$ cat config.mk
export PLATFORM = sky130hd
export DESIGN_NAME = debug_soc_top
export DESIGN_NICKNAME = d
export VERILOG_FILES = /design/src/source/dbg_pkg.sv /design/src/source/debug_command.sv /design/src/source/cpu_core.sv /design/src/source/debug_dump.sv /design/src/source/debug_soc_top.sv
export VERILOG_INCLUDE_DIRS = /design/src /design/src/include
export SDC_FILE = /design/constraint.sdc
export NUM_CORES = 2
export LEC_CHECK = 0
export BUFFER_PORTS_ARGS = -buffer_cell sky130_fd_sc_hd__buf_2
export CORE_MARGIN = 4
export CORE_UTILIZATION = 40
export CTS_CLUSTER_DIAMETER = 100
export CTS_CLUSTER_SIZE = 12
export DETAILED_ROUTE_END_ITERATION = 10
export PLACE_DENSITY = 0.6
export SKIP_CTS_REPAIR_TIMING = 1
export SYNTH_ARGS = -nofsm -noshare
export SYNTH_HDL_FRONTEND = slang
export SYNTH_SLANG_ARGS = --single-unit
$ cat constraint.sdc
create_clock -name i_clock -period 11.8 [get_ports i_clock]
set_input_delay 2.95 -clock i_clock [delete_from_list [all_inputs] [get_ports i_clock]]
set_output_delay 2.95 -clock i_clock [all_outputs]
set_load 0.005 [all_outputs]
$ cat src/include/dbg_defines.svh
`ifndef DBG_DEFINES_SVH
`define DBG_DEFINES_SVH

// byte and data widths
`define DBG_BYTE        8
`define DBG_WORD        32

// instruction memory byte address, 256 bytes or 64 words
`define DBG_IM_ADDR     8

// register file address, eight registers
`define DBG_RB_ADDR     3

// data memory word address, 32 words
`define DBG_DM_ADDR     5

// data memory words sent in a dump
`define DBG_DUMP_WORDS  8

// width of the status output
`define DBG_NB_STATE    8

`endif

$ cat src/source/dbg_pkg.sv
package dbg_pkg;

    // instruction opcodes, bits 31 to 28 of an instruction
    typedef enum logic [3:0] {
        OP_NOP  = 4'd0,
        OP_ADD  = 4'd1,
        OP_SUB  = 4'd2,
        OP_ADDI = 4'd3,
        OP_LW   = 4'd4,
        OP_SW   = 4'd5,
        OP_BEQ  = 4'd6,
        OP_HALT = 4'd7
    } opcode_e;

    // debug front end states
    typedef enum logic [2:0] {
        DU_IDLE       = 3'd0,
        DU_LOAD_COUNT = 3'd1,
        DU_LOAD_BYTES = 3'd2,
        DU_RUN        = 3'd3,
        DU_STEP       = 3'd4,
        DU_DUMP       = 3'd5
    } du_state_e;

    // host command bytes, ascii
    localparam logic [7:0] CMD_LOAD = 8'h4C;
    localparam logic [7:0] CMD_RUN  = 8'h52;
    localparam logic [7:0] CMD_STEP = 8'h53;
    localparam logic [7:0] CMD_DUMP = 8'h44;

endpackage

$ cat src/source/debug_command.sv
`include "dbg_defines.svh"

module debug_command (
    input  logic                    i_clock,
    input  logic                    i_rst_n,
    input  logic                    i_rx_done,
    input  logic [`DBG_BYTE-1:0]    i_rx_data,
    input  logic                    i_halt,
    input  logic                    i_dump_busy,
    output logic                    o_im_we,
    output logic [`DBG_IM_ADDR-1:0] o_im_addr,
    output logic [`DBG_BYTE-1:0]    o_im_data,
    output logic                    o_pc_clear,
    output logic                    o_exec_en,
    output logic                    o_dump_start,
    output dbg_pkg::du_state_e      o_du_state
);

    dbg_pkg::du_state_e      state;
    logic [`DBG_IM_ADDR-1:0] load_addr;
    logic [`DBG_IM_ADDR-1:0] last_addr;

    always_ff @(posedge i_clock) begin
        if (!i_rst_n) begin
            state        <= dbg_pkg::DU_IDLE;
            load_addr    <= '0;
            last_addr    <= '0;
            o_im_we      <= 1'b0;
            o_dump_start <= 1'b0;
        end else begin
            o_im_we      <= 1'b0;
            o_dump_start <= 1'b0;
            case (state)
                dbg_pkg::DU_IDLE: begin
                    if (i_rx_done) begin
                        case (i_rx_data)
                            dbg_pkg::CMD_LOAD: state <= dbg_pkg::DU_LOAD_COUNT;
                            dbg_pkg::CMD_RUN:  state <= dbg_pkg::DU_RUN;
                            dbg_pkg::CMD_STEP: begin
                                // a halted core takes no step
                                if (!i_halt) begin
                                    state <= dbg_pkg::DU_STEP;
                                end
                            end
                            dbg_pkg::CMD_DUMP: begin
                                state        <= dbg_pkg::DU_DUMP;
                                o_dump_start <= 1'b1;
                            end
                            default: ;
                        endcase
                    end
                end
                dbg_pkg::DU_LOAD_COUNT: begin
                    if (i_rx_done) begin
                        // count of 0 wraps to 64 words
                        last_addr <= {i_rx_data[`DBG_IM_ADDR-3:0] - 1'b1, 2'b11};
                        load_addr <= '0;
                        state     <= dbg_pkg::DU_LOAD_BYTES;
                    end
                end
                dbg_pkg::DU_LOAD_BYTES: begin
                    if (i_rx_done) begin
                        o_im_we   <= 1'b1;
                        load_addr <= load_addr + 1'b1;
                        if (load_addr == last_addr) begin
                            state <= dbg_pkg::DU_IDLE;
                        end
                    end
                end
                dbg_pkg::DU_RUN: begin
                    if (i_halt) begin
                        state <= dbg_pkg::DU_IDLE;
                    end
                end
                dbg_pkg::DU_STEP: state <= dbg_pkg::DU_IDLE;
                dbg_pkg::DU_DUMP: begin
                    // busy rises one cycle after the start pulse
                    if (!o_dump_start && !i_dump_busy) begin
                        state <= dbg_pkg::DU_IDLE;
                    end
                end
                default: state <= dbg_pkg::DU_IDLE;
            endcase
        end
    end

    // write address and byte for the im_we pulse
    always_ff @(posedge i_clock) begin
        if (i_rx_done) begin
            o_im_addr <= load_addr;
            o_im_data <= i_rx_data;
        end
    end

    assign o_pc_clear = (state == dbg_pkg::DU_LOAD_COUNT) && i_rx_done;

    assign o_exec_en = ((state == dbg_pkg::DU_RUN) && !i_halt) ||
                       (state == dbg_pkg::DU_STEP);

    assign o_du_state = state;

endmodule

$ cat src/source/cpu_core.sv
`include "dbg_defines.svh"

module cpu_core (
    input  logic                    i_clock,
    input  logic                    i_rst_n,
    input  logic                    i_exec_en,
    input  logic                    i_pc_clear,
    input  logic                    i_im_we,
    input  logic [`DBG_IM_ADDR-1:0] i_im_addr,
    input  logic [`DBG_BYTE-1:0]    i_im_data,
    input  logic [`DBG_RB_ADDR-1:0] i_rb_addr,
    input  logic [`DBG_DM_ADDR-1:0] i_dm_addr,
    output logic [`DBG_WORD-1:0]    o_pc,
    output logic                    o_halt,
    output logic [`DBG_WORD-1:0]    o_rb_data,
    output logic [`DBG_WORD-1:0]    o_dm_data
);

    localparam int NB_IM_WORD = `DBG_IM_ADDR - 2;
    localparam int N_IM_WORDS = 2 ** NB_IM_WORD;
    localparam int N_REGS     = 2 ** `DBG_RB_ADDR;
    localparam int N_DM_WORDS = 2 ** `DBG_DM_ADDR;

    logic [`DBG_WORD-1:0]    imem [N_IM_WORDS];
    logic [`DBG_WORD-1:0]    regs [N_REGS];
    logic [`DBG_WORD-1:0]    dmem [N_DM_WORDS];

    logic [`DBG_WORD-1:0]    pc;
    logic                    halted;
    logic [`DBG_WORD-1:0]    instr;
    dbg_pkg::opcode_e        opcode;
    logic [`DBG_RB_ADDR-1:0] rd;
    logic [`DBG_RB_ADDR-1:0] rs;
    logic [`DBG_RB_ADDR-1:0] rt;
    logic [`DBG_WORD-1:0]    imm;
    logic [`DBG_WORD-1:0]    rs_val;
    logic [`DBG_WORD-1:0]    rt_val;
    logic [`DBG_WORD-1:0]    addr_sum;
    logic [`DBG_DM_ADDR-1:0] mem_addr;
    logic [`DBG_WORD-1:0]    pc_next;
    logic                    wb_en;
    logic [`DBG_WORD-1:0]    wb_data;
    logic                    dm_we;
    logic                    set_halt;

    // fetch and field decode
    assign instr  = imem[pc[NB_IM_WORD-1:0]];
    assign opcode = dbg_pkg::opcode_e'(instr[31:28]);
    assign rd     = instr[24 +: `DBG_RB_ADDR];
    assign rs     = instr[20 +: `DBG_RB_ADDR];
    assign rt     = instr[16 +: `DBG_RB_ADDR];
    assign imm    = {{(`DBG_WORD-16){instr[15]}}, instr[15:0]};

    assign rs_val   = regs[rs];
    assign rt_val   = regs[rt];
    assign addr_sum = rs_val + imm;
    // data address wraps modulo memory size
    assign mem_addr = addr_sum[`DBG_DM_ADDR-1:0];

    always_comb begin
        pc_next  = pc + 1'b1;
        wb_en    = 1'b0;
        wb_data  = '0;
        dm_we    = 1'b0;
        set_halt = 1'b0;
        case (opcode)
            dbg_pkg::OP_ADD: begin
                wb_en   = 1'b1;
                wb_data = rs_val + rt_val;
            end
            dbg_pkg::OP_SUB: begin
                wb_en   = 1'b1;
                wb_data = rs_val - rt_val;
            end
            dbg_pkg::OP_ADDI: begin
                wb_en   = 1'b1;
                wb_data = addr_sum;
            end
            dbg_pkg::OP_LW: begin
                wb_en   = 1'b1;
                wb_data = dmem[mem_addr];
            end
            dbg_pkg::OP_SW: dm_we = 1'b1;
            dbg_pkg::OP_BEQ: begin
                if (rs_val == rt_val) begin
                    pc_next = pc + 1'b1 + imm;
                end
            end
            dbg_pkg::OP_HALT: begin
                // pc stays on the halt
                pc_next  = pc;
                set_halt = 1'b1;
            end
            default: ;
        endcase
    end

    always_ff @(posedge i_clock) begin
        if (!i_rst_n) begin
            pc     <= '0;
            halted <= 1'b0;
        end else if (i_pc_clear) begin
            pc     <= '0;
            halted <= 1'b0;
        end else if (i_exec_en) begin
            pc <= pc_next;
            if (set_halt) begin
                halted <= 1'b1;
            end
        end
    end

    // r0 is never written
    always_ff @(posedge i_clock) begin
        if (!i_rst_n) begin
            for (int i = 0; i < N_REGS; i++) begin
                regs[i] <= '0;
            end
        end else if (i_exec_en && wb_en && (rd != '0)) begin
            regs[rd] <= wb_data;
        end
    end

    always_ff @(posedge i_clock) begin
        if (i_exec_en && dm_we) begin
            dmem[mem_addr] <= rt_val;
        end
    end

    // program bytes land in their lane of the word
    always_ff @(posedge i_clock) begin
        if (i_im_we) begin
            imem[i_im_addr[`DBG_IM_ADDR-1:2]][8*i_im_addr[1:0] +: `DBG_BYTE] <= i_im_data;
        end
    end

    assign o_pc      = pc;
    assign o_halt    = halted;
    assign o_rb_data = regs[i_rb_addr];
    assign o_dm_data = dmem[i_dm_addr];

endmodule

$ cat src/source/debug_dump.sv
`include "dbg_defines.svh"

module debug_dump (
    input  logic                    i_clock,
    input  logic                    i_rst_n,
    input  logic                    i_dump_start,
    input  logic                    i_tx_done,
    input  logic [`DBG_WORD-1:0]    i_pc,
    input  logic [`DBG_WORD-1:0]    i_rb_data,
    input  logic [`DBG_WORD-1:0]    i_dm_data,
    output logic [`DBG_RB_ADDR-1:0] o_rb_addr,
    output logic [`DBG_DM_ADDR-1:0] o_dm_addr,
    output logic [`DBG_BYTE-1:0]    o_tx_data,
    output logic                    o_tx_start,
    output logic                    o_dump_busy
);

    localparam int NB_LANES = `DBG_WORD / `DBG_BYTE;
    localparam int NB_DUMP  = NB_LANES * (1 + 2 ** `DBG_RB_ADDR + `DBG_DUMP_WORDS);
    localparam int NB_CNT   = $clog2(NB_DUMP);
    localparam int NB_LANE  = $clog2(NB_LANES);
    localparam int NB_WSEL  = NB_CNT - NB_LANE;
    localparam int RB_FIRST = 1;
    localparam int DM_FIRST = 1 + 2 ** `DBG_RB_ADDR;

    logic [NB_CNT-1:0]    cnt;
    logic [NB_WSEL-1:0]   word_sel;
    logic [NB_LANE-1:0]   lane;
    logic [NB_WSEL-1:0]   rb_index;
    logic [NB_WSEL-1:0]   dm_index;
    logic [`DBG_WORD-1:0] word;

    // upper counter bits pick the word, lower bits the byte
    assign word_sel = cnt[NB_CNT-1:NB_LANE];
    assign lane     = cnt[NB_LANE-1:0];

    assign rb_index  = word_sel - NB_WSEL'(RB_FIRST);
    assign dm_index  = word_sel - NB_WSEL'(DM_FIRST);
    assign o_rb_addr = rb_index[`DBG_RB_ADDR-1:0];
    assign o_dm_addr = `DBG_DM_ADDR'(dm_index);

    // pc, then r0..r7, then data words
    always_comb begin
        if (word_sel == '0) begin
            word = i_pc;
        end else if (word_sel < NB_WSEL'(DM_FIRST)) begin
            word = i_rb_data;
        end else begin
            word = i_dm_data;
        end
    end

    assign o_tx_data = word[lane*`DBG_BYTE +: `DBG_BYTE];

    always_ff @(posedge i_clock) begin
        if (!i_rst_n) begin
            cnt         <= '0;
            o_dump_busy <= 1'b0;
            o_tx_start  <= 1'b0;
        end else begin
            o_tx_start <= 1'b0;
            if (!o_dump_busy) begin
                if (i_dump_start) begin
                    cnt         <= '0;
                    o_dump_busy <= 1'b1;
                    o_tx_start  <= 1'b1;
                end
            end else if (i_tx_done) begin
                if (cnt == NB_CNT'(NB_DUMP - 1)) begin
                    o_dump_busy <= 1'b0;
                end else begin
                    cnt        <= cnt + 1'b1;
                    o_tx_start <= 1'b1;
                end
            end
        end
    end

endmodule

$ cat src/source/debug_soc_top.sv
`include "dbg_defines.svh"

module debug_soc_top (
    input  logic                     i_clock,
    input  logic                     i_rst_n,
    input  logic                     i_rx_done,
    input  logic [`DBG_BYTE-1:0]     i_rx_data,
    input  logic                     i_tx_done,
    output logic [`DBG_BYTE-1:0]     o_tx_data,
    output logic                     o_tx_start,
    output logic [`DBG_NB_STATE-1:0] o_state
);

    localparam int NB_PAD = `DBG_NB_STATE - 1 - $bits(dbg_pkg::du_state_e);

    logic                    im_we;
    logic [`DBG_IM_ADDR-1:0] im_addr;
    logic [`DBG_BYTE-1:0]    im_data;
    logic                    pc_clear;
    logic                    exec_en;
    logic                    dump_start;
    logic                    dump_busy;
    logic                    halt;
    dbg_pkg::du_state_e      du_state;
    logic [`DBG_WORD-1:0]    pc;
    logic [`DBG_RB_ADDR-1:0] rb_addr;
    logic [`DBG_WORD-1:0]    rb_data;
    logic [`DBG_DM_ADDR-1:0] dm_addr;
    logic [`DBG_WORD-1:0]    dm_data;

    debug_command u_debug_command (
        .i_clock      (i_clock),
        .i_rst_n      (i_rst_n),
        .i_rx_done    (i_rx_done),
        .i_rx_data    (i_rx_data),
        .i_halt       (halt),
        .i_dump_busy  (dump_busy),
        .o_im_we      (im_we),
        .o_im_addr    (im_addr),
        .o_im_data    (im_data),
        .o_pc_clear   (pc_clear),
        .o_exec_en    (exec_en),
        .o_dump_start (dump_start),
        .o_du_state   (du_state)
    );

    cpu_core u_cpu_core (
        .i_clock    (i_clock),
        .i_rst_n    (i_rst_n),
        .i_exec_en  (exec_en),
        .i_pc_clear (pc_clear),
        .i_im_we    (im_we),
        .i_im_addr  (im_addr),
        .i_im_data  (im_data),
        .i_rb_addr  (rb_addr),
        .i_dm_addr  (dm_addr),
        .o_pc       (pc),
        .o_halt     (halt),
        .o_rb_data  (rb_data),
        .o_dm_data  (dm_data)
    );

    debug_dump u_debug_dump (
        .i_clock      (i_clock),
        .i_rst_n      (i_rst_n),
        .i_dump_start (dump_start),
        .i_tx_done    (i_tx_done),
        .i_pc         (pc),
        .i_rb_data    (rb_data),
        .i_dm_data    (dm_data),
        .o_rb_addr    (rb_addr),
        .o_dm_addr    (dm_addr),
        .o_tx_data    (o_tx_data),
        .o_tx_start   (o_tx_start),
        .o_dump_busy  (dump_busy)
    );

    // halted flag on top, debug state in the low bits
    assign o_state = {halt, {NB_PAD{1'b0}}, du_state};

endmodule

==> flow_metrics.py <==
metrics = {
    "outcome": {
        "outcome": "finished clean",
    },
    "worst_setup_path": {
        "critPathMaxFanout": 43,
        "worst_setup_path_start_kind": "flop",
        "crit_type": "flop to primary output",
        "crit_arrival_ns": 7.12,
        "crit_path_end_kind": "primary output",
        "required_ns": 8.85,
        "rr_worst_depth": 20,
    },
    "clocking": {
        "cts_root_buf": "clkbuf_16",
        "cts.sinks": 3220,
        "tritoncts": "built",
        "clk_pin_slew_ns": 0.07,
        "clk_latency_ns": 0.96,
        "ctsLongestPathBuffers": 4,
        "h-tree-depth": 5,
        "cts_buffers": 310,
    },
    "floorplan": {
        "die_h_um": 611.0,
        "ios": 29,
        "die-area_um2": 373400,
        "num_rows": 221,
        "die_w_um": 611.0,
        "core-area_um2": 362200,
        "start_util_pct": 40.16,
    },
    "synthesis": {
        "ys.flop_type": "edfxtp_1",
        "synthTopCellsByArea": "edfxtp_1, mux4_2, nor2_1",
        "synth_warnings": 0,
        "synthArstFlopShare_pct": 0,
        "avgSynthCellArea_um2": 17.47,
        "synth.distinct_cells": 87,
        "synthCells": 8327,
        "yosysSeqAreaShare_pct": 66.00,
        "synth.ff_latch_count": 3220,
        "synth_top_area_share_pct": 65.07,
        "synth-edff-count": 3152,
        "syn_area_um2": 145500,
        "synth_top_area_cell": "edfxtp_1",
    },
    "drt": {
        "wl_um": 445100,
        "num_vias": 84120,
        "firstDrtPassIters": 7,
        "drt_iter0_markers": 12730,
        "via_per_inst": 6.323,
        "wl_per_cell_um": 33.46,
        "drc": 0,
        "ant_nets": 0,
    },
    "pwr": {
        "switching_power_w": 0.004640,
        "peakVddDrop_uv": 107.0,
        "sw_frac_of_total_pct": 21.01,
        "leakagePower_nw": 49.52,
        "pwr-share-seq_pct": 56.8,
        "powerDensity_nw_per_um2": 137.5,
        "intPower_w": 0.01745,
        "clockPowerShare_pct": 41.2,
        "pwr-share-comb_pct": 2.1,
    },
    "timing": {
        "fin_crit_sh_pct": 85.30,
        "hold_violations": 0,
        "report.final.slew_viol_count": 0,
        "setup_tns_ns": 0,
        "tightest_slew_ns": 1.405,
        "slew_headroom_pct": 6.313,
        "rsz0062_at_grt": "false",
        "setup_viol": 0,
        "skew_ns": 0.1164,
        "period_needed_ns": 10.07,
        "fmax_mhz": 99.35,
    },
    "placement": {
        "gpl.final_weighted_congestion": 0.9228,
        "dp_hpwl_um": 279000,
        "io_buffers": 24,
    },
    "finish": {
        "finalNetCount": 8543,
        "final_core_util_pct": 44.36,
        "layout-drive-gt1-share_pct": 23.91,
        "fillCellCount": 30900,
        "syn_to_final_growth_pct": 10.47,
    },
    "global_route": {
        "antenna_found_initial": 32,
        "grt_pass1_vias": 83030,
        "overflow": 0,
        "grt_max_degree": 106,
        "grt_usage_pct": 23.37,
        "grt_pass1_wl_um": 628900,
    },
    "job": {
        "max_cap_viol_count": 0,
    },
    "worst_hold_path": {
        "whs_path_depth": 2,
        "hold_path.class": "flop to flop",
    },
}
routing by layer:
metal  GRT usage (%)  part of all wire, %  vias up
met5               0               0.0063        -
li1                -                    -    33890
met1           32.11                   39    44580
met3           6.033                   11      829
met4           8.555                  4.1        4
met2           36.08                   46     4823
worst max-delay path: stages, from the launching register on:
cell and delay (ns):
dfxtp_4 0.97, inv_1 0.28, ha_4 0.95, buf_4 0.49, mux4_2 0.41, mux4_2 0.47
nor2b_1 0.14, a211oi_1 0.77, a31oi_1 0.39, mux4_2 0.64, mux2_2 0.42, buf_2 0.18
sequential cells by signal, indices dropped and copies added (netlist names), named ones only:
name	cells
u_cpu_core.imem	1856
u_cpu_core.dmem	1024
u_cpu_core.regs	256
u_cpu_core.o_pc	32
u_debug_command.load_addr	8
u_debug_command.o_im_addr	8
u_debug_command.o_im_data	8
u_debug_command.last_addr	7
u_debug_dump.cnt	7
u_debug_command.o_du_state	3
u_cpu_core.o_halt	1
u_debug_command.o_dump_start	1
u_debug_command.o_im_we	1
u_debug_dump.o_dump_busy	1
u_debug_dump.o_tx_start	1
cell usage in the layout (no fill, tap or decap), types with 16 or more instances in the layout:
master	netlist	routed
a211o_1	37	37
a211oi_1	96	86
a21o_1	57	57
a21oi_1	149	147
a221oi_1	20	20
a22oi_1	50	50
a31oi_1	84	84
and2_2	0	29
and3_1	72	72
buf_12	0	17
buf_2	49	24
buf_4	25	217
clkbuf_1	368	74
clkbuf_16	0	311
conb_1	1	36
dfxtp_1	68	62
diode_2	0	18
edfxtp_1	3152	3152
ha_1	144	142
inv_1	127	126
mux2_2	57	57
mux2i_1	107	107
mux4_2	1222	1222
nand2_1	603	589
nand2b_1	23	23
nand3_1	106	100
nand4_1	16	16
nor2_1	705	669
nor2_4	0	33
nor2b_1	79	79
nor3_1	53	52
o211ai_1	71	71
o21ai_0	155	154
o21bai_1	26	26
o221ai_1	33	33
o22ai_1	86	86
xnor2_1	84	79
xor2_1	48	43
path summary, 6_finish.rpt:
path	startpoint	endpoint	slack [ns]
setup / recovery	u_debug_dump.cnt[2]$_SDFFE_PN0P_	o_tx_data[6]	1.73
hold / removal	u_debug_command.last_addr[1]$_SDFFE_PN0P_	u_debug_command.last_addr[1]$_SDFFE_PN0P_	0.51
setup reg to reg	flop	flop	1.83
hold reg to reg	u_debug_command.last_addr[1]$_SDFFE_PN0P_	u_debug_command.last_addr[1]$_SDFFE_PN0P_	0.51
cell type report:
| cell class | instances | area, um^2 | area share, % |
|---|---|---|---|
| Clock inverter | 34 | 500.5 | 0.3115 |
| Clock buffer | 386 | 8074 | 5.024 |
| Multi-Input combinational cell | 4461 | 47450 | 29.53 |
| Inverter | 132 | 503.0 | 0.3130 |
| Sequential cell | 3220 | 96030 | 59.76 |
| Tap cell | 4794 | 5998 | 3.733 |
| Antenna cell | 18 | 45.04 | 0.02803 |
| Timing Repair Buffer | 258 | 2090 | 1.300 |
stage by stage:
| stage | cell area (um^2) | worst slack, ns | total power [W] | cells | hold WS, ns |
|---|---|---|---|---|---|
| 6_report | 160700 | 1.734 | 0.02209 | 13300 | 0.5078 |
| 5_1_grt | 160700 | 1.442 | 0.02269 | 13290 | 0.5369 |
| 4_1_cts | 160600 | 1.788 | 0.02220 | 13290 | 0.5034 |
| 3_5_place_dp | 152100 | 1.973 | 0.01322 | 12870 | 0.4905 |
| 3_3_place_gp | 152100 | 1.988 | 0.01321 | 12870 | 0.4767 |
| 2_1_floorplan | 145600 | 2.990 | 0.01302 | 8362 | 0.4407 |
power by group through the flow:
stage,combinational (W),sequential [W],clock (W)
6_report,0.000454,0.0125,0.00910
5_1_grt,0.000480,0.0125,0.00968
4_1_cts,0.000446,0.0125,0.00922
3_5_place_dp,0.000444,0.0128,0
3_3_place_gp,0.000437,0.0128,0
2_1_floorplan,0.000261,0.0128,0
cells by family (layout without fill, tap and decap cells):
family | after synthesis | in the layout | synth area share [%]
AO/OA/AOI/OAI | 988 | 988 | 4.622
XOR/XNOR | 132 | 132 | 0.7948
adder cells (fa/ha/maj) | 148 | 148 | 1.294
buffers and inverters | 681 | 810 | 1.908
flip-flops | 3220 | 3220 | 66.00
multiplexers | 1386 | 1386 | 20.10
other | 1 | 54 | 0.002578
AND/OR/NAND/NOR | 1771 | 1771 | 5.277
cells in the mapped netlist (33+ instances only):
library cell and n:
nor2_1 705, a211oi_1 96, a211o_1 37, a21oi_1 149
xnor2_1 84, nor3_1 53, mux4_2 1222, o21ai_0 155
o221ai_1 33, o211ai_1 71, nand2_1 603, ha_1 144
buf_1 99, xor2_1 48, dfxtp_1 68, mux2i_1 107
clkbuf_1 368, nor2b_1 79, a31oi_1 84, and2_1 43
o22ai_1 86, buf_2 49, and3_1 72, mux2_2 57
edfxtp_1 3152, inv_1 127, a21o_1 57, a22oi_1 50
nand3_1 106
No activity file was read; power rests on OpenSTA's default activity.
